===== config.mk =====
export PLATFORM = sky130hd
export DESIGN_NAME = hk_top
export DESIGN_NICKNAME = d
export VERILOG_FILES = /design/src/hdl/hk_regmap_pkg.sv /design/src/hdl/spi_frame_pkg.sv /design/src/hdl/hk_top.sv /design/src/hdl/readback_sel.sv /design/src/hdl/ctrl_reg.sv /design/src/hdl/reg_decode.sv /design/src/hdl/spi_slave.sv
export VERILOG_INCLUDE_DIRS = /design/src /design/src/hdl
export SDC_FILE = /design/constraint.sdc
export NUM_CORES = 1
export LEC_CHECK = 0
export ABC_CLOCK_PERIOD_IN_PS = 4300
export BUFFER_PORTS_ARGS = -buffer_cell sky130_fd_sc_hd__clkbuf_2
export CAP_MARGIN = 20
export CORE_MARGIN = 5
export CORE_UTILIZATION = 60
export CTS_BUF_LIST = sky130_fd_sc_hd__clkbuf_2 sky130_fd_sc_hd__clkbuf_4 sky130_fd_sc_hd__clkbuf_8
export DETAILED_ROUTE_END_ITERATION = 10
export PLACE_DENSITY = 0.76
export SYNTH_ARGS = -nofsm -noshare
export SYNTH_HDL_FRONTEND = slang
export SYNTH_HIERARCHICAL = 1
export SYNTH_SLANG_ARGS = --single-unit

===== constraint.sdc =====
create_clock -name clk -period 4.3 [get_ports clk]
set_input_delay 0.86 -clock clk [delete_from_list [all_inputs] [get_ports clk]]
set_output_delay 0.86 -clock clk [all_outputs]
set_load 0.005 [all_outputs]

===== src/hdl/hk_defines.svh =====
// housekeeping block shared constants
// register width, spi frame length, control register count, ident word

`ifndef HK_DEFINES_SVH
`define HK_DEFINES_SVH

//////////////////////////////////////////////////////////////////////
// datapath
//////////////////////////////////////////////////////////////////////

// every register carries one word of this width
`define HK_DATA_W 32

// command byte plus data word
`define HK_FRAME_BITS 40

//////////////////////////////////////////////////////////////////////
// register file
//////////////////////////////////////////////////////////////////////

// led, mon, scratch
`define HK_NUM_CTRL 3

// "HK" then revision 1, read back at the ident address
`define HK_IDENT 32'h484b_0001

`endif

===== src/hdl/hk_regmap_pkg.sv =====
// housekeeping register map
// register addresses, control register index, status field width

`default_nettype none

package hk_regmap_pkg;

  // number of hw flag inputs held in the status word
  localparam int HW_W = 3;

  // lower nibble of the command byte
  // addresses past ident read as zero and drop writes
  typedef enum logic [3:0] {
    ADDR_LED     = 4'd0,
    ADDR_MON     = 4'd1,
    ADDR_SCRATCH = 4'd2,
    // read only, synchronized hw flags
    ADDR_STATUS  = 4'd3,
    // read only constant
    ADDR_IDENT   = 4'd4
  } addr_e;

  // selects one of the writable registers
  typedef logic [1:0] ctrl_idx_t;

endpackage

`default_nettype wire


===== src/hdl/spi_frame_pkg.sv =====
// spi frame fields
// operation codes and the layout of the command byte

`default_nettype none

package spi_frame_pkg;

  // width of the command byte at the head of each frame
  localparam int CMD_BITS = 8;

  // upper nibble of the command byte
  // unlisted codes fall back to a plain read
  typedef enum logic [3:0] {
    OP_READ   = 4'd0,
    OP_WRITE  = 4'd1,
    OP_SET    = 4'd2,
    OP_CLEAR  = 4'd3,
    OP_TOGGLE = 4'd4
  } op_e;

  // first byte on the wire, op goes out first
  typedef struct packed {
    op_e        op;
    logic [3:0] addr;
  } cmd_t;

endpackage

`default_nettype wire


===== src/hdl/hk_top.sv =====
// housekeeping top level
// spi slave, decoder, control register bank and readback selector

`timescale 1ns/1ps
`default_nettype none

`include "hk_defines.svh"

module hk_top (
  input  wire logic                           clk,
  input  wire logic                           arst_n,
  input  wire logic                           sck,
  input  wire logic                           ss,
  input  wire logic                           sdi,
  output logic                                sdo,
  output logic [2:0]                          led,
  output logic [7:0]                          mon,
  input  wire logic [hk_regmap_pkg::HW_W-1:0] hw
);

  //////////////////////////////////////////////////////////////////////
  // spi side
  //////////////////////////////////////////////////////////////////////

  logic                  cmd_valid;
  hk_regmap_pkg::addr_e  cmd_addr;
  logic                  frame_valid;
  spi_frame_pkg::op_e    frame_op;
  hk_regmap_pkg::addr_e  frame_addr;
  logic [`HK_DATA_W-1:0] frame_data;
  logic [`HK_DATA_W-1:0] rd_data;

  spi_slave spi_slave_i (
    .clk         (clk),
    .arst_n      (arst_n),
    .sck         (sck),
    .ss          (ss),
    .sdi         (sdi),
    .sdo         (sdo),
    .rd_data     (rd_data),
    .cmd_valid   (cmd_valid),
    .cmd_op      (),
    .cmd_addr    (cmd_addr),
    .frame_valid (frame_valid),
    .frame_op    (frame_op),
    .frame_addr  (frame_addr),
    .frame_data  (frame_data)
  );

  //////////////////////////////////////////////////////////////////////
  // register bank
  //////////////////////////////////////////////////////////////////////

  logic [`HK_NUM_CTRL-1:0] wr_en;
  spi_frame_pkg::op_e      wr_op;
  logic [`HK_DATA_W-1:0]   wr_data;
  logic [`HK_DATA_W-1:0]   ctrl_q [`HK_NUM_CTRL];

  reg_decode reg_decode_i (
    .clk         (clk),
    .arst_n      (arst_n),
    .frame_valid (frame_valid),
    .frame_op    (frame_op),
    .frame_addr  (frame_addr),
    .frame_data  (frame_data),
    .wr_en       (wr_en),
    .wr_op       (wr_op),
    .wr_data     (wr_data)
  );

  // one register per writable address
  for (genvar i = 0; i < `HK_NUM_CTRL; i++) begin : g_ctrl
    ctrl_reg ctrl_reg_i (
      .clk     (clk),
      .arst_n  (arst_n),
      .wr_en   (wr_en[i]),
      .wr_op   (wr_op),
      .wr_data (wr_data),
      .q       (ctrl_q[i])
    );
  end

  // readback latched on the command byte before any update
  readback_sel readback_sel_i (
    .clk       (clk),
    .arst_n    (arst_n),
    .hw        (hw),
    .cmd_valid (cmd_valid),
    .cmd_addr  (cmd_addr),
    .ctrl_q    (ctrl_q),
    .rd_data   (rd_data)
  );

  // pins take the low bits of led and mon
  assign led = ctrl_q[0][2:0];
  assign mon = ctrl_q[1][7:0];

endmodule

`default_nettype wire


===== src/hdl/readback_sel.sv =====
// readback selector
// syncs the hw flags and latches the addressed word for the spi slave

`timescale 1ns/1ps
`default_nettype none

`include "hk_defines.svh"

module readback_sel (
  input  wire logic                         clk,
  input  wire logic                         arst_n,
  input  wire logic [hk_regmap_pkg::HW_W-1:0] hw,
  input  wire logic                         cmd_valid,
  input  wire hk_regmap_pkg::addr_e         cmd_addr,
  input  wire logic [`HK_DATA_W-1:0]        ctrl_q [`HK_NUM_CTRL],
  output logic [`HK_DATA_W-1:0]             rd_data
);

  // two flop synchronizer for the asynchronous pins
  logic [hk_regmap_pkg::HW_W-1:0] hw_meta;
  logic [hk_regmap_pkg::HW_W-1:0] hw_sync;
  logic [`HK_DATA_W-1:0]          status;

  always_ff @(posedge clk or negedge arst_n) begin
    if (!arst_n) begin
      hw_meta <= '0;
      hw_sync <= '0;
    end else begin
      hw_meta <= hw;
      hw_sync <= hw_meta;
    end
  end

  // flags in the low bits with zeros above
  assign status = {{(`HK_DATA_W - hk_regmap_pkg::HW_W){1'b0}}, hw_sync};

  // value before the frame touches anything
  always_ff @(posedge clk) begin
    if (cmd_valid) begin
      case (cmd_addr)
        hk_regmap_pkg::ADDR_LED:     rd_data <= ctrl_q[0];
        hk_regmap_pkg::ADDR_MON:     rd_data <= ctrl_q[1];
        hk_regmap_pkg::ADDR_SCRATCH: rd_data <= ctrl_q[2];
        hk_regmap_pkg::ADDR_STATUS:  rd_data <= status;
        hk_regmap_pkg::ADDR_IDENT:   rd_data <= `HK_IDENT;
        default:                     rd_data <= '0;
      endcase
    end
  end

endmodule

`default_nettype wire


===== src/hdl/ctrl_reg.sv =====
// one control register
// write, set, clear or toggle bits under a one cycle strobe

`timescale 1ns/1ps
`default_nettype none

`include "hk_defines.svh"

module ctrl_reg (
  input  wire logic                  clk,
  input  wire logic                  arst_n,
  input  wire logic                  wr_en,
  input  wire spi_frame_pkg::op_e    wr_op,
  input  wire logic [`HK_DATA_W-1:0] wr_data,
  output logic [`HK_DATA_W-1:0]      q
);

  always_ff @(posedge clk or negedge arst_n) begin
    if (!arst_n) begin
      // outputs come up low
      q <= '0;
    end else if (wr_en) begin
      case (wr_op)
        spi_frame_pkg::OP_WRITE:  q <= wr_data;
        // data acts as a bit mask for the rest
        spi_frame_pkg::OP_SET:    q <= q | wr_data;
        spi_frame_pkg::OP_CLEAR:  q <= q & ~wr_data;
        spi_frame_pkg::OP_TOGGLE: q <= q ^ wr_data;
        default:                  q <= q;
      endcase
    end
  end

endmodule

`default_nettype wire


===== src/hdl/reg_decode.sv =====
// frame decoder
// turns a finished frame into one write strobe per control register

`timescale 1ns/1ps
`default_nettype none

`include "hk_defines.svh"

module reg_decode (
  input  wire logic                  clk,
  input  wire logic                  arst_n,
  input  wire logic                  frame_valid,
  input  wire spi_frame_pkg::op_e    frame_op,
  input  wire hk_regmap_pkg::addr_e  frame_addr,
  input  wire logic [`HK_DATA_W-1:0] frame_data,
  output logic [`HK_NUM_CTRL-1:0]    wr_en,
  output spi_frame_pkg::op_e         wr_op,
  output logic [`HK_DATA_W-1:0]      wr_data
);

  hk_regmap_pkg::ctrl_idx_t idx;
  logic                     addr_hit;
  logic                     op_mod;

  // only writable addresses hit and status and ident fall through
  always_comb begin
    idx      = '0;
    addr_hit = 1'b0;
    case (frame_addr)
      hk_regmap_pkg::ADDR_LED:     begin idx = 2'd0; addr_hit = 1'b1; end
      hk_regmap_pkg::ADDR_MON:     begin idx = 2'd1; addr_hit = 1'b1; end
      hk_regmap_pkg::ADDR_SCRATCH: begin idx = 2'd2; addr_hit = 1'b1; end
      default:                     addr_hit = 1'b0;
    endcase
  end

  // reads and unknown codes leave the registers alone
  assign op_mod = (frame_op == spi_frame_pkg::OP_WRITE) ||
                  (frame_op == spi_frame_pkg::OP_SET)   ||
                  (frame_op == spi_frame_pkg::OP_CLEAR) ||
                  (frame_op == spi_frame_pkg::OP_TOGGLE);

  always_ff @(posedge clk or negedge arst_n) begin
    if (!arst_n) begin
      wr_en <= '0;
    end else begin
      wr_en <= '0;
      if (frame_valid && addr_hit && op_mod)
        wr_en[idx] <= 1'b1;
    end
  end

  // payload follows the strobe
  always_ff @(posedge clk) begin
    if (frame_valid) begin
      wr_op   <= frame_op;
      wr_data <= frame_data;
    end
  end

endmodule

`default_nettype wire


===== src/hdl/spi_slave.sv =====
// spi mode 0 slave, oversampled in the clk domain
// shifts 40 bit frames in, readback word out, strobes command and frame

`timescale 1ns/1ps
`default_nettype none

`include "hk_defines.svh"

module spi_slave (
  input  wire logic                       clk,
  input  wire logic                       arst_n,
  input  wire logic                       sck,
  input  wire logic                       ss,
  input  wire logic                       sdi,
  output logic                            sdo,
  input  wire logic [`HK_DATA_W-1:0]      rd_data,
  output logic                            cmd_valid,
  output spi_frame_pkg::op_e              cmd_op,
  output hk_regmap_pkg::addr_e            cmd_addr,
  output logic                            frame_valid,
  output spi_frame_pkg::op_e              frame_op,
  output hk_regmap_pkg::addr_e            frame_addr,
  output logic [`HK_DATA_W-1:0]           frame_data
);

  localparam int CNT_W = $clog2(`HK_FRAME_BITS + 1);

  //////////////////////////////////////////////////////////////////////
  // pin synchronizers and edge detect
  //////////////////////////////////////////////////////////////////////

  // [0] first flop, [1] synchronized, [2] previous for edges
  logic [2:0] sck_q;
  logic [2:0] ss_q;
  logic [1:0] sdi_q;

  always_ff @(posedge clk or negedge arst_n) begin
    if (!arst_n) begin
      // idle levels for mode 0, ss deasserted
      sck_q <= 3'b000;
      ss_q  <= 3'b111;
      sdi_q <= 2'b00;
    end else begin
      sck_q <= {sck_q[1:0], sck};
      ss_q  <= {ss_q[1:0], ss};
      sdi_q <= {sdi_q[0], sdi};
    end
  end

  logic sck_rise;
  logic sck_fall;
  logic ss_s;
  logic ss_rise;

  assign sck_rise = sck_q[1] & ~sck_q[2];
  assign sck_fall = ~sck_q[1] & sck_q[2];
  assign ss_s     = ss_q[1];
  assign ss_rise  = ss_q[1] & ~ss_q[2];

  //////////////////////////////////////////////////////////////////////
  // receive side
  //////////////////////////////////////////////////////////////////////

  logic [CNT_W-1:0]          bit_cnt;
  logic [`HK_FRAME_BITS-1:0] shift_in;
  logic                      cmd_hit;
  logic                      cmd_valid_d;
  spi_frame_pkg::cmd_t       cmd_next;
  spi_frame_pkg::cmd_t       frame_cmd;

  // eighth bit being sampled right now
  assign cmd_hit  = ~ss_s & sck_rise & (bit_cnt == CNT_W'(spi_frame_pkg::CMD_BITS - 1));
  assign cmd_next = {shift_in[spi_frame_pkg::CMD_BITS-2:0], sdi_q[1]};
  // after a full frame the command byte sits at the top
  assign frame_cmd = shift_in[`HK_FRAME_BITS-1 -: spi_frame_pkg::CMD_BITS];

  always_ff @(posedge clk or negedge arst_n) begin
    if (!arst_n) begin
      bit_cnt     <= '0;
      cmd_valid   <= 1'b0;
      cmd_valid_d <= 1'b0;
      frame_valid <= 1'b0;
    end else begin
      cmd_valid   <= cmd_hit;
      cmd_valid_d <= cmd_valid;
      // short or long frames die here
      frame_valid <= ss_rise & (bit_cnt == CNT_W'(`HK_FRAME_BITS));
      if (ss_s)
        bit_cnt <= '0;
      else if (sck_rise && bit_cnt != '1)
        // saturate so an overlong frame never wraps back to 40
        bit_cnt <= bit_cnt + 1'b1;
    end
  end

  always_ff @(posedge clk) begin
    if (~ss_s && sck_rise)
      shift_in <= {shift_in[`HK_FRAME_BITS-2:0], sdi_q[1]};
    if (cmd_hit) begin
      cmd_op   <= cmd_next.op;
      cmd_addr <= hk_regmap_pkg::addr_e'(cmd_next.addr);
    end
    if (ss_rise) begin
      frame_op   <= frame_cmd.op;
      frame_addr <= hk_regmap_pkg::addr_e'(frame_cmd.addr);
      frame_data <= shift_in[`HK_DATA_W-1:0];
    end
  end

  //////////////////////////////////////////////////////////////////////
  // transmit side
  //////////////////////////////////////////////////////////////////////

  logic [`HK_DATA_W-1:0] shift_out;

  // readback word is ready one cycle after cmd_valid
  // the next falling edge puts its msb on sdo
  always_ff @(posedge clk or negedge arst_n) begin
    if (!arst_n) begin
      shift_out <= '0;
      sdo       <= 1'b0;
    end else if (ss_s) begin
      shift_out <= '0;
      sdo       <= 1'b0;
    end else if (cmd_valid_d) begin
      shift_out <= rd_data;
    end else if (sck_fall) begin
      sdo       <= shift_out[`HK_DATA_W-1];
      shift_out <= {shift_out[`HK_DATA_W-2:0], 1'b0};
    end
  end

endmodule

`default_nettype wire


-- Word-level counts from Yosys, hierarchy flattened
Index checks and enable logic that the tools add are counted.
- add/sub/neg operators: 1
- order comparisons: 2
- equal/unequal tests: 18
- multiplexer cells: 17
- bitwise operators: 20
- reductions and logical operators: 19
- operator list (kind ; count):
    32-bit one-hot mux with 4 select lines ; 3
    32-bit one-hot mux with 5 select lines ; 1
    32-bit AND ; 3
    32-bit 2-to-1 mux ; 3
    32-bit bitwise OR ; 3
    32-bit bitwise XOR ; 3
    32-bit NOT ; 1
    4-bit by 2-bit == test with 1-bit output (second input constant) ; 7
    4-bit by 1-bit == test with 1-bit output (second input constant) ; 4
    4-bit by 3-bit == test with 1-bit output (second input constant) ; 3
    6-bit 2-to-1 mux ; 2
    4-bit zero test ; 2
    2-bit AND reduction ; 4
    6-bit by 1-bit adder with 6-bit output (second input constant) ; 1
    1-bit AND ; 6
    6-bit by 3-bit == test with 1-bit output (second input constant) ; 1
    6-bit == test (second input constant) ; 1
    6-bit inequality test (second input constant) ; 1
    1-bit logical AND ; 5
    1-bit 2-to-1 mux ; 5
    1-bit NOT ; 4
    2-bit one-hot mux with 2 select lines ; 1
    2-bit nonzero test ; 2
    4-bit nonzero test ; 1
    other kinds (8) ; 10
- register bits: 307
- input port bits: 8
- output and inout bits: 12
- word-level logic and storage cells: 100

-- Longest topological paths before layout
Gate-level depths: netlist of the first run.
- depth after elaboration: 7
- depth in mapped cells: 7
- mapped depth without buffers: 6

-- Modules after synthesis
Netlist of the first run, hierarchy kept.
- modules (own cells, without submodules) (module ; instances ; cells each ; area an instance (um^2) ; seq. area each (um^2)):
    ctrl_reg (g_ctrl[1].ctrl_reg_i ...) ; 2 ; 429 ; 3563.4 ; 800.8
    spi_slave ; 1 ; 294 ; 5195.0 ; 3897.5
    ctrl_reg (g_ctrl[0].ctrl_reg_i) ; 1 ; 384 ; 3016.6 ; 800.8
    readback_sel ; 1 ; 159 ; 1959.4 ; 1111.1
    reg_decode ; 1 ; 47 ; 1228.7 ; 1156.1

-- Worst setup path after synthesis of the first run
OpenSTA, ideal clock, no wires.
- path type: register to register
- from: reg spi_slave_i.ss_q[1]
- to: reg spi_slave_i.frame_valid
- library setup time: 0.089 ns
- data arrival time: 2.938 ns
- data required time: 4.211 ns
- slack: 1.273 ns
- cell stages (with the launch flop): 5
- buffers on the path: 1
- clock period less this slack: 3.027 ns
- path through: dfstp_2 buf_2 nor2b_1 nand3b_1 nor3_1
- longest elaborated chain between the ends: 2
- ends and longest elaborated chain (element ; line ; text):
    from (decl) ; spi_slave.sv:34 ; logic [2:0] ss_q;
    from (signal assigned) ; spi_slave.sv:45 ; ss_q <= {ss_q[1:0], ss};
    1-bit AND ; spi_slave.sv:58 ; assign ss_rise = ss_q[1] & ~ss_q[2];
    via spi_slave_i.ss_rise ; spi_slave.sv:53 ; logic ss_rise;
    1-bit AND ; spi_slave.sv:87 ; frame_valid <= ss_rise & (bit_cnt == CNT_W'(`HK_FRAME_BITS));
    to (signal assigned) ; spi_slave.sv:87 ;
    to (decl) ; spi_slave.sv:20 ; output logic frame_valid,
The timed path passes the listed nets, and every way through them passes these cells.
A chain may end at the register's enable or synchronous reset.

-- Worst setup path in the final report of the first run
- from: reg reg_decode_i.wr_op[1]
- to: reg g_ctrl[1].ctrl_reg_i.q[18]
- longest elaborated chain between the ends: 3
- elaborated cells between the ends (all ways): 7
- those cells by class: eq/ne: 4; mux: 1; reduce/logical: 2
- ends and longest elaborated chain (element ; line ; text):
    from (decl) ; reg_decode.sv:17 ; output spi_frame_pkg::op_e wr_op,
    from (signal assigned) ; reg_decode.sv:56 ; wr_op <= frame_op;
    4-bit by 1-bit == test with 1-bit output (tied with other cells) ; ctrl_reg.sv:23 ; case (wr_op)
    4-bit nonzero test (no source line) ; n/a ;
    2-bit AND reduction (no source line) ; n/a ;
    to (signal assigned) ; ctrl_reg.sv:24 ; spi_frame_pkg::OP_WRITE: q <= wr_data;
    to (signal assigned) ; ctrl_reg.sv:26 ; spi_frame_pkg::OP_SET: q <= q | wr_data;
    to (signal assigned) ; ctrl_reg.sv:27 ; spi_frame_pkg::OP_CLEAR: q <= q & ~wr_data;
    to (decl) ; ctrl_reg.sv:15 ; output logic [`HK_DATA_W-1:0] q
Several ways; a longest one is shown, not always the timed one.

==> results of run 1 <==
==> registers in the layout (all words and copies together) (netlist names), 2 cells and up <==
name	count
g_ctrl.ctrl_reg_i/q	96
spi_slave_i/shift_in	40
readback_sel_i/rd_data	32
reg_decode_i/wr_data	32
spi_slave_i/frame_data	32
spi_slave_i/shift_out	32
spi_slave_i/bit_cnt	6
reg_decode_i/wr_op	4
spi_slave_i/cmd_addr	4
spi_slave_i/frame_addr	4
spi_slave_i/frame_op	4
readback_sel_i/hw_meta	3
readback_sel_i/hw_sync	3
reg_decode_i/wr_en	3
spi_slave_i/sck_q	3
spi_slave_i/ss_q	3
spi_slave_i/sdi_q	2
==> through the flow <==
step	hold slack [ns]	std cells	cell area [µm²]	worst slack, ns	util (%)
after floorplan	0.331	1738	18400	1.27	-
after global placement	0.335	2066	18600	1.35	61.3
after detailed placement	0.340	2067	18700	1.28	61.3
after CTS	0.339	2164	19800	1.25	65.1
after global routing	0.331	2165	19800	1.31	65.2
final	0.343	2165	19800	1.41	65.2
==> path summary, 6_finish.rpt <==
check	from	end	slack, ns
setup / recovery	reg_decode_i/wr_op[1]	g_ctrl[1].ctrl_reg_i/q[18]	1.41
hold / removal	arst_n	spi_slave_i/sck_q[0]	0.34
setup reg to reg	reg_decode_i/wr_op[1]	g_ctrl[1].ctrl_reg_i/q[18]	1.41
hold reg to reg	readback_sel_i/hw_meta[1]	readback_sel_i/hw_sync[1]	0.35
max in group asynchronous	arst_n	g_ctrl[1].ctrl_reg_i/q[5]	3.12
min in group clk	readback_sel_i/hw_meta[1]	readback_sel_i/hw_sync[1]	0.35
==> worst max-delay path: cells and delay by family (launching register included) <==
| family | cells | cell delay (ns) |
|---|---|---|
| flip-flops | 1 | 0.92 |
| AND/OR/NAND/NOR | 2 | 1.13 |
| AO/OA/AOI/OAI | 1 | 0.25 |
| buffers and inverters | 1 | 0.37 |
==> routing by layer <==
metal	wire length, µm	GRT usage, %	vias up
li1	-	-	6055
met1	18900	35.2	6514
met2	20100	41.6	442
met3	3210	5.11	102
met4	1330	8.84	4
met5	27	0	-
==> power by group through the flow <==
stage          clock [mW]  combinational (mW)  sequential (mW)
4_1_cts              2.91              0.0946             3.14
3_5_place_dp            0              0.0941             3.19
2_1_floorplan           0              0.0451             3.18
3_3_place_gp            0              0.0924             3.19
6_report             2.84              0.0918             3.14
5_1_grt              3.06               0.103             3.14
==> final cells by class <==
| cell class | instances | area (µm²) |
|---|---|---|
| repair buffers | 54 | 392 |
| clock inverters | 20 | 205 |
| clock buffers | 77 | 941 |
| inverters | 198 | 743 |
| flip-flops and latches | 307 | 8450 |
| fillers | 2345 | 10600 |
| multi-input cells | 1113 | 8600 |
| well taps | 396 | 495 |
==> metrics.md, run 1 <==
| Metric | Value |
|---|---|
| Run status | `finished clean` |
| Synthesis-to-layout area growth | `7.71%` |
| Clk Tree Root Cell | `clkbuf_8` |
| Htree depth | `2` |
| Tot GR Track Use | `25.8%` |
| Postcts setup bufs | `0` |
| WP data required | `around 4.7 ns` |
| Worst VDD drop | `0.189 mV` |
| Clock-pin slew on the worst setup and hold paths | `approximately 0.070 ns` |
| MaxCap Viol Count | `0` |
| Cell Area, Synth | `between 0.015 and 0.02 mm²` |
| Fin Setup TNS | `0 ns` |
| Vias in the first global route | `around 13,000` |
| Port Buffers | `19` |
| Routed wire length | `between 40 and 50 mm` |
| Diode count | `0` |
| Peak Freq | `between 0.3 and 0.4 GHz` |
| CP Launch Type | `flop` |
| Die footprint | `roughly 0.034 mm²` |
| Layout Skew | `0.0168 ns` |
| Post_cts resized | `0` |
| Layout cells sized above 1 | `roughly 15%` |
| Die width | `approximately 190 µm` |
| Core ar. | `around 0.030 mm²` |
| Syn nets | `slightly below 2,000` |
| DRC | `0` |
| Post-Syn Instances | `between 1,500 and 2,000` |
| R2R depth | `4` |
| Flop pwr share | `51.6%` |
| Max Root-Sink Buffers | `3` |
| IO Pins | `20` |
| Vias | `about 13,000` |
| Standard-cell row count | `64` |
| Comb pwr share | `~1.5%` |
| Power density over the cells | `306 mW/mm²` |
| Dpl hpwl | `27.3 mm` |
| Max Fanout on Critical Path | `33` |
| CTS tree | `yes` |
| Warnings, synthesis | `6` |
| Final GP Congestion | `approximately 0.83` |
| RSZ-0062 raised after global routing | `no` |
| Total chip power | `between 6 and 7 mW` |
| Internal power | `between 4 and 5 mW` |
| Initial antenna violation count | `2` |
| Max-slew headroom | `24.8%` |
| Hold/Removal Path Class | `input pin to asynchronous set/reset pin` |
| Crit path kind | `flop to flop` |
| DR iter-0 viols | `1,112` |
| Post-CTS Hold Buffers | `0` |
| Most frequent cells in the layout | `inv_1 (198), ha_1 (194), nand2_1 (158)` |
| Crit-path cells | `or3_1 -> buf_4 -> and3_2 -> a41oi_1` |
| Sink Count | `between 300 and 400` |
| Starting density of the core | `about three fifths` |
| Latest clock arrival within the worst-skew pair | `0.58 ns` |
| Final Cycle Share | `67.1%` |
| Hold Vio Cnt, Final | `0` |
| Clock power frac | `46.8%` |
| Slowest cell on the critical path | `and3_2` |
| Final setup violation count | `0` |
| Cell leakage power | `between 8 and 9 nW` |
| Wirelength per Cell | `about 20 µm` |
| Avg Cell Area, Syn | `10.6 µm²` |
| Global-route wire length before repair | `70.4 mm` |
| Largest net degree at the start of global routing | `120` |
| Die Y | `185 µm` |
| Total global routing overflow | `0` |
| CP endpoint kind | `flop` |
| Final ANT Viol Nets | `0` |
| Period minus WS final | `2.89 ns` |
| Vias per std cell | `about 6.1` |
| Net Sw Frac | `21.2%` |
| P_sw | `1.28 mW` |
| Drt pass-1 iters | `5` |
| Commonest non-fill, non-tap cell in the layout | `inv_1` |
| TritonCTS buffer count | `52` |
| CP peak stage delay | `approximately 0.93 ns` |
| CP arrival | `between 3 and 4 ns` |
| Nets | `roughly 1,900` |
| Pin slew with the least headroom to its limit | `about 1.1 ns` |
| Pins Over Slew Limit | `0` |
Power figures use the tool's default switching activity.
==> run 2, diff against run 1 <==
--- a/config.mk
+++ b/config.mk
@@ -6,7 +6,7 @@
 export SDC_FILE = /design/constraint.sdc
 export NUM_CORES = 1
 export LEC_CHECK = 0
-export ABC_CLOCK_PERIOD_IN_PS = 4300
+export ABC_CLOCK_PERIOD_IN_PS = 2900
 export BUFFER_PORTS_ARGS = -buffer_cell sky130_fd_sc_hd__clkbuf_2
 export CAP_MARGIN = 20
 export CORE_MARGIN = 5
==> constraint.sdc (replaced) <==
create_clock -name clk -period 2.9 [get_ports clk]
set_input_delay 0.58 -clock clk [delete_from_list [all_inputs] [get_ports clk]]
set_output_delay 0.58 -clock clk [all_outputs]
set_load 0.005 [all_outputs]
==> run 2 against run 1 <==
Compared with the run above: global-route usage down 0.12 points; critical path depth fell by 1; count of clock-buffer cells in the layout down 15; sequential power up 48%; utilization grew 0.42 points; register-to-register slack lost 0.84 ns; final cell count increased by 0.42%; critical endpoint is now g_ctrl[2].ctrl_reg_i/q[4]; highest routed layer is now met4.
==> metrics.md, run 2 (same netlist as run 1, synthesis figures left out) <==
| Metric | Value |
|---|---|
| Run status | `finished clean (unchanged)` |
| Initial antenna violation count | `0 (was 2)` |
| Total global routing overflow | `0 (unchanged)` |
| Met2 wire len | `20.4 mm (was 20.1 mm)` |
| R2R depth | `3 (was 4)` |
| Vias | `13,342 (was 13,117)` |
| Final Cycle Share | `80.1% (was 67.1%)` |
| WP data required | `3.29 ns (was 4.69 ns)` |
| Wirelength per Cell | `20.0 µm (was 20.1 µm)` |
| Cell leakage power | `8.29 nW (was 8.23 nW)` |
| Pin slew with the least headroom to its limit | `1.12 ns (was 1.13 ns)` |
| Total chip power | `9.21 mW (was 6.07 mW)` |
| Diode count | `0 (unchanged)` |
| Global-route wire length before repair | `70.6 mm (was 70.4 mm)` |
| Final GP Congestion | `0.829 (was 0.828)` |
| IO Pins | `20 (unchanged)` |
| Htree depth | `2 (unchanged)` |
| Most frequent cells in the layout | `inv_1 (198), ha_1 (194), nand2_1 (158) (unchanged)` |
| Max-slew headroom | `25.3% (was 24.8%)` |
| Power density over the cells | `462 mW/mm² (was 306 mW/mm²)` |
| Vias in the first global route | `13,661 (was 13,315)` |
| Pins Over Slew Limit | `0 (unchanged)` |
| Vias per std cell | `6.14 (was 6.06)` |
| Commonest non-fill, non-tap cell in the layout | `inv_1 (unchanged)` |
| CP arrival | `2.71 ns (was 3.27 ns)` |
| Layout Skew | `0.0244 ns (was 0.0168 ns)` |
| TritonCTS buffer count | `52 (unchanged)` |
| Clk Tree Root Cell | `clkbuf_8 (unchanged)` |
| Postcts setup bufs | `0 (unchanged)` |
| Largest net degree at the start of global routing | `115 (was 120)` |
| Routed wire length | `43.6 mm (about the same)` |
| Dpl hpwl | `27.3 mm (about the same)` |
| Top Layer Used | `met4 (was met5)` |
| Nets | `1,936 (was 1,928)` |
| Final WS setup | `0.577 ns (was 1.41 ns)` |
| Slowest cell on the critical path | `and3_2 (unchanged)` |
| Post-CTS Hold Buffers | `0 (unchanged)` |
| CP Launch Type | `flop (unchanged)` |
| Reg2reg setup slack | `0.58 ns (was 1.41 ns)` |
| Starting density of the core | `60.5% (unchanged)` |
| Die footprint | `0.0343 mm² (unchanged)` |
| Port Buffers | `19 (unchanged)` |
| Max Root-Sink Buffers | `3 (unchanged)` |
| Leading registers by flop count | `g_ctrl.ctrl_reg_i/q: 96 flops, spi_slave_i/shift_in: 40 flops (unchanged)` |
| CP top delay family | `simple AND/OR/NAND/NOR gates (unchanged)` |
| Clock-pin slew on the worst setup and hold paths | `0.06 ns (was 0.07 ns)` |
| Max Fanout on Critical Path | `32 (was 33)` |
| Crit path kind | `flop to flop (unchanged)` |
| Biggest register | `g_ctrl.ctrl_reg_i/q (unchanged)` |
| Drt pass-1 iters | `5 (unchanged)` |
| Die Y | `185 µm (unchanged)` |
| CTS tree | `yes (unchanged)` |
| Final Util | `65.6% (was 65.2%)` |
| Max FFs per register | `96 (unchanged)` |
| DR iter-0 viols | `1,241 (was 1,112)` |
| Final ANT Viol Nets | `0 (unchanged)` |
| Synthesis-to-layout area growth | `8.39% (was 7.71%)` |
| Standard-cell row count | `64 (unchanged)` |
| Peak Freq | `0.431 GHz (was 0.346 GHz)` |
| Wl on met1 | `18.4 mm (was 18.9 mm)` |
| CP endpoint kind | `flop (unchanged)` |
| Reg2reg end | `g_ctrl[2].ctrl_reg_i/q[4] (was g_ctrl[1].ctrl_reg_i/q[18])` |
| Fin Hold WS | `0.00160 ns (was 0.343 ns)` |
| Crit-path cells | `nor2b_2 -> and3_2 -> a41oi_2 (was or3_1 -> buf_4 -> and3_2 -> a41oi_1)` |
| Core ar. | `0.0304 mm² (unchanged)` |
| Worst path bufs/invs | `0 (was 1)` |
| Tot GR Track Use | `25.7% (was 25.8%)` |
| Hold/Removal Path Class | `input pin to asynchronous set/reset pin (unchanged)` |
| Fin Setup TNS | `0 ns (unchanged)` |
| FF-to-FF Start | `reg_decode_i/wr_op[3] (was reg_decode_i/wr_op[1])` |
| Period minus WS final | `2.32 ns (was 2.89 ns)` |
| Layout cells sized above 1 | `15.1% (was 15.0%)` |
| Setup slack at placement | `0.621 ns (was 1.28 ns)` |
| DRC | `0 (unchanged)` |
| Sink Count | `307 (unchanged)` |
| Hold Vio Cnt, Final | `0 (unchanged)` |
| Worst VDD drop | `0.302 mV (was 0.189 mV)` |
| Final setup violation count | `0 (unchanged)` |
| CP peak stage delay | `0.95 ns (was 0.93 ns)` |
| MaxCap Viol Count | `0 (unchanged)` |
| Die width | `185 µm (unchanged)` |
| RSZ-0062 raised after global routing | `no (unchanged)` |
| Met3 Routed Length | `3.55 mm (was 3.21 mm)` |
| Latest clock arrival within the worst-skew pair | `0.59 ns (was 0.58 ns)` |
| Post_cts resized | `0 (unchanged)` |
==> run 2: layout make-up <==
cell class	instances	area, µm²
fill	2307	10500
multi-input combinational	1113	8600
sequential	307	8450
clock buffer	62	810
inverter	198	743
tap	396	495
timing repair buffer	62	474
clock inverter	36	380
==> run 2: worst max-delay path by stage <==
stage,cells past startpoint,end,slack (ns),startpoint
6_report,3,g_ctrl[2].ctrl_reg_i/q[4],0.58,reg_decode_i/wr_op[3]
5_1_grt,3,g_ctrl[2].ctrl_reg_i/q[25],0.46,reg_decode_i/wr_op[3]
4_1_cts,3,g_ctrl[2].ctrl_reg_i/q[31],0.62,reg_decode_i/wr_op[3]
3_5_place_dp,3,g_ctrl[2].ctrl_reg_i/q[31],0.62,reg_decode_i/wr_op[3]
3_3_place_gp,3,g_ctrl[2].ctrl_reg_i/q[18],0.68,reg_decode_i/wr_op[3]
2_1_floorplan,3,spi_slave_i/shift_in[0],0.02,spi_slave_i/ss_q[1]
==> run 2: report_power, final <==
group	internal, mW	total [mW]	switching (mW)
Sequential	4.62	4.64	0.0269
Clock	2.58	4.43	1.85
Combinational	0.0393	0.143	0.104
==> run 2: metrics by stage <==
stage	cell area, µm²	std cells
2_1_floorplan	18400	1738
3_3_place_gp	18800	2076
3_5_place_dp	18800	2076
4_1_cts	20000	2174
5_1_grt	20000	2174
6_report	20000	2174
==> run 2: worst reg2reg max path: stages (launching register included) <==
cell and delay [ns]:
edfxtp_1 0.71, nor2b_2 0.23, and3_2 0.95, a41oi_2 0.24
==> run 2: routing by layer <==
layer	GRT usage, %	up-vias
met4	9.69	0
met1	34.6	6600
li1	-	6082
met3	4.85	123
met5	0	-
met2	41.7	537
==> run 3, diff against run 2 <==
--- a/config.mk
+++ b/config.mk
@@ -6,7 +6,8 @@
 export SDC_FILE = /design/constraint.sdc
 export NUM_CORES = 1
 export LEC_CHECK = 0
-export ABC_CLOCK_PERIOD_IN_PS = 2900
+export ABC_AREA = 1
+export ABC_CLOCK_PERIOD_IN_PS = 2400
 export BUFFER_PORTS_ARGS = -buffer_cell sky130_fd_sc_hd__clkbuf_2
 export CAP_MARGIN = 20
 export CORE_MARGIN = 5
==> constraint.sdc (replaced) <==
create_clock -name clk -period 2.4 [get_ports clk]
set_input_delay 0.48 -clock clk [delete_from_list [all_inputs] [get_ports clk]]
set_output_delay 0.48 -clock clk [all_outputs]
set_load 0.005 [all_outputs]
==> run 3 against run 2 <==
Compared with the run above: synthesized cell count increased by 25%; total power increased by 16%; die area shrank 1.6%; largest cell class is now registers.
==> metrics.md, run 3 <==
| Metric | Value |
|---|---|
| Global-route wire length before repair | `77.4 mm (was 70.6 mm)` |
| Comb pwr share | `2.4% (was 1.6%)` |
| Most frequent cell on the critical path | `nand2_1` |
| CP endpoint kind | `flop (unchanged)` |
| Setup slack at placement | `0.517 ns (was 0.621 ns)` |
| Synthesis-to-layout area growth | `8.46% (was 8.39%)` |
| Final Cycle Share | `80.2% (was 80.1%)` |
| Avg Cell Area, Syn | `8.36 µm² (was 10.6 µm²)` |
| Post-CTS Hold Buffers | `7 (was 0)` |
| Sink Count | `307 (unchanged)` |
| Final ANT Viol Nets | `0 (unchanged)` |
| Total global routing overflow | `0 (unchanged)` |
| Total chip power | `10.7 mW (was 9.21 mW)` |
| Max FFs per register | `96 (unchanged)` |
| Cell leakage power | `9.85 nW (was 8.29 nW)` |
| Die width | `184 µm (was 185 µm)` |
| Cell Area, Synth | `0.0181 mm² (was 0.0184 mm²)` |
| Vias | `15,160 (was 13,342)` |
| CP top delay family | `flip-flops (was simple AND/OR/NAND/NOR gates)` |
| Final setup violation count | `0 (unchanged)` |
| Fin Hold WS | `0.333 ns (was 0.00160 ns)` |
| Htree depth | `2 (unchanged)` |
| Drt pass-1 iters | `6 (was 5)` |
| Core ar. | `0.0297 mm² (was 0.0304 mm²)` |
| Nets | `2,373 (was 1,936)` |
| Period minus WS final | `1.93 ns (was 2.32 ns)` |
| Routed wire length | `47.9 mm (was 43.6 mm)` |
| Run status | `finished clean (unchanged)` |
| Post-Syn Instances | `2,165 (was 1,738)` |
| TritonCTS buffer count | `50 (was 52)` |
| Flop pwr share | `53.1% (was 50.4%)` |
| Biggest register | `g_ctrl.ctrl_reg_i/q (unchanged)` |
| Diode count | `0 (unchanged)` |
| IO Pins | `20 (unchanged)` |
| Tot GR Track Use | `28.4% (was 25.7%)` |
| Die Y | `184 µm (was 185 µm)` |
| Max-slew headroom | `52.5% (was 25.3%)` |
| WP data required | `2.90 ns (was 3.29 ns)` |
| Latest clock arrival within the worst-skew pair | `0.58 ns (was 0.59 ns)` |
| Hold/Removal Path Class | `input pin to asynchronous set/reset pin (unchanged)` |
| Layout Skew | `0.0228 ns (was 0.0244 ns)` |
| CP arrival | `2.43 ns (was 2.71 ns)` |
| Crit path kind | `flop to flop (unchanged)` |
| Most frequent cells in the layout | `nand2_1 (542), nand3_1 (453), nor2_1 (240) (was inv_1 (198), ha_1 (194), nand2_1 (158))` |
| DRC | `0 (unchanged)` |
| Worst VDD drop | `0.767 mV (was 0.302 mV)` |
| Hold Vio Cnt, Final | `0 (unchanged)` |
| Clock power frac | `44.4% (was 48.0%)` |
| Commonest non-fill, non-tap cell in the layout | `nand2_1 (was inv_1)` |
| Clock-pin slew on the worst setup and hold paths | `0.06 ns (about the same)` |
| Power density over the cells | `546 mW/mm² (was 462 mW/mm²)` |
| Port Buffers | `19 (unchanged)` |
| MaxCap Viol Count | `0 (unchanged)` |
| Worst path bufs/invs | `2 (was 0)` |
| Syn nets | `2,367 (was 1,940)` |
| R2R depth | `9 (was 3)` |
| CTS tree | `yes (unchanged)` |
| Pins Over Slew Limit | `0 (unchanged)` |
| Postcts setup bufs | `0 (unchanged)` |
| Final WS setup | `0.474 ns (was 0.577 ns)` |
| Levels on crit path | `9 (was 3)` |
| FF-to-FF Start | `reg_decode_i/wr_op[1] (was reg_decode_i/wr_op[3])` |
| Final std cells w/o fill | `2,602 (was 2,174)` |
| Placed cells | `2,502 (was 2,076)` |
| Max Fanout on Critical Path | `32 (unchanged)` |
| Slowest cell on the critical path | `edfxtp_1 (was and3_2)` |
| Post_cts resized | `0 (unchanged)` |
| Largest net degree at the start of global routing | `75 (was 115)` |
| Crit-path cells | `nand2_1 -> inv_1 -> buf_4 -> nand3_1 -> nand2_1 -> nor2_1 -> nand2_1 -> nand2_1 -> nand2_1 (was nor2b_2 -> and3_2 -> a41oi_2)` |
| Pin slew with the least headroom to its limit | `0.711 ns (was 1.12 ns)` |
| Layout cells sized above 1 | `8.54% (was 15.1%)` |
| P_sw | `2.36 mW (was 1.98 mW)` |
| DR iter-0 viols | `1,621 (was 1,241)` |
| Vias per std cell | `5.83 (was 6.14)` |
| Internal power | `8.36 mW (was 7.24 mW)` |
| Die footprint | `0.0337 mm² (was 0.0343 mm²)` |
| Clk Tree Root Cell | `clkbuf_8 (unchanged)` |
| Warnings, synthesis | `6 (unchanged)` |
| Final GP Congestion | `0.877 (was 0.829)` |
| Peak Freq | `0.519 GHz (was 0.431 GHz)` |
| Standard-cell row count | `63 (was 64)` |
| Reg2reg end | `g_ctrl[2].ctrl_reg_i/q[10] (was g_ctrl[2].ctrl_reg_i/q[4])` |
| Wirelength per Cell | `18.4 µm (was 20.0 µm)` |
| Max Root-Sink Buffers | `3 (unchanged)` |
| Fin Setup TNS | `0 ns (unchanged)` |
| Starting density of the core | `60.9% (was 60.5%)` |
| Net Sw Frac | `22.0% (was 21.5%)` |
| Reg2reg setup slack | `0.47 ns (was 0.58 ns)` |
| Dpl hpwl | `30.1 mm (was 27.3 mm)` |
| CP Launch Type | `flop (unchanged)` |
| CP peak stage delay | `0.74 ns (was 0.95 ns)` |
| Leading registers by flop count | `g_ctrl.ctrl_reg_i/q: 96 flops, spi_slave_i/shift_in: 40 flops (unchanged)` |
| Vias in the first global route | `14,872 (was 13,661)` |
| RSZ-0062 raised after global routing | `no (unchanged)` |
| Initial antenna violation count | `0 (unchanged)` |
-- run 3: worst max-delay path by stage --
stage | start | end | slack, ns
floorplan | spi_slave_i/ss_q[1] | spi_slave_i/cmd_addr[0] | 0.08
global placement | reg_decode_i/wr_op[3] | g_ctrl[2].ctrl_reg_i/q[3] | 0.59
detailed placement | reg_decode_i/wr_op[3] | g_ctrl[2].ctrl_reg_i/q[5] | 0.52
CTS | reg_decode_i/wr_op[3] | g_ctrl[2].ctrl_reg_i/q[29] | 0.51
global route | reg_decode_i/wr_op[1] | g_ctrl[1].ctrl_reg_i/q[0] | 0.32
finish | reg_decode_i/wr_op[1] | g_ctrl[2].ctrl_reg_i/q[10] | 0.47
-- run 3: metrics by stage --
stage	area, µm²	util [%]
2_1_floorplan	18100	-
3_5_place_dp	18500	62.3
4_1_cts	19600	66.1
3_3_place_gp	18500	62.3
5_1_grt	19600	66.1
6_report	19600	66.1
-- run 3: final cells by class --
type	instances	area, µm²
Fill cell	2363	10100
Sequential cell	307	8450
Multi-Input combinational cell	1515	8210
Clock buffer	68	855
Inverter	226	848
Timing Repair Buffer	71	597
Tap cell	390	488
Clock inverter	25	190
-- run 3: power by group through the flow --
stage,Sequential [mW],Combinational [mW],Clock (mW)
after CTS,5.70,0.265,4.84
after floorplan,5.78,0.143,0
after detailed placement,5.80,0.256,0
after global placement,5.80,0.247,0
after global routing,5.71,0.297,5.09
final,5.70,0.260,4.77
-- run 3: layer usage --
metal / GRT usage (%) / part of all wire [%] / vias to the layer above / routed length (µm)
met5: 0 / 0 / - / 0
li1: - / - / 7052 / -
met1: 40.2 / 42 / 7145 / 20000
met4: 9.94 / 2.8 / 0 / 1360
met2: 43.8 / 45 / 818 / 21300
met3: 5.88 / 11 / 145 / 5240
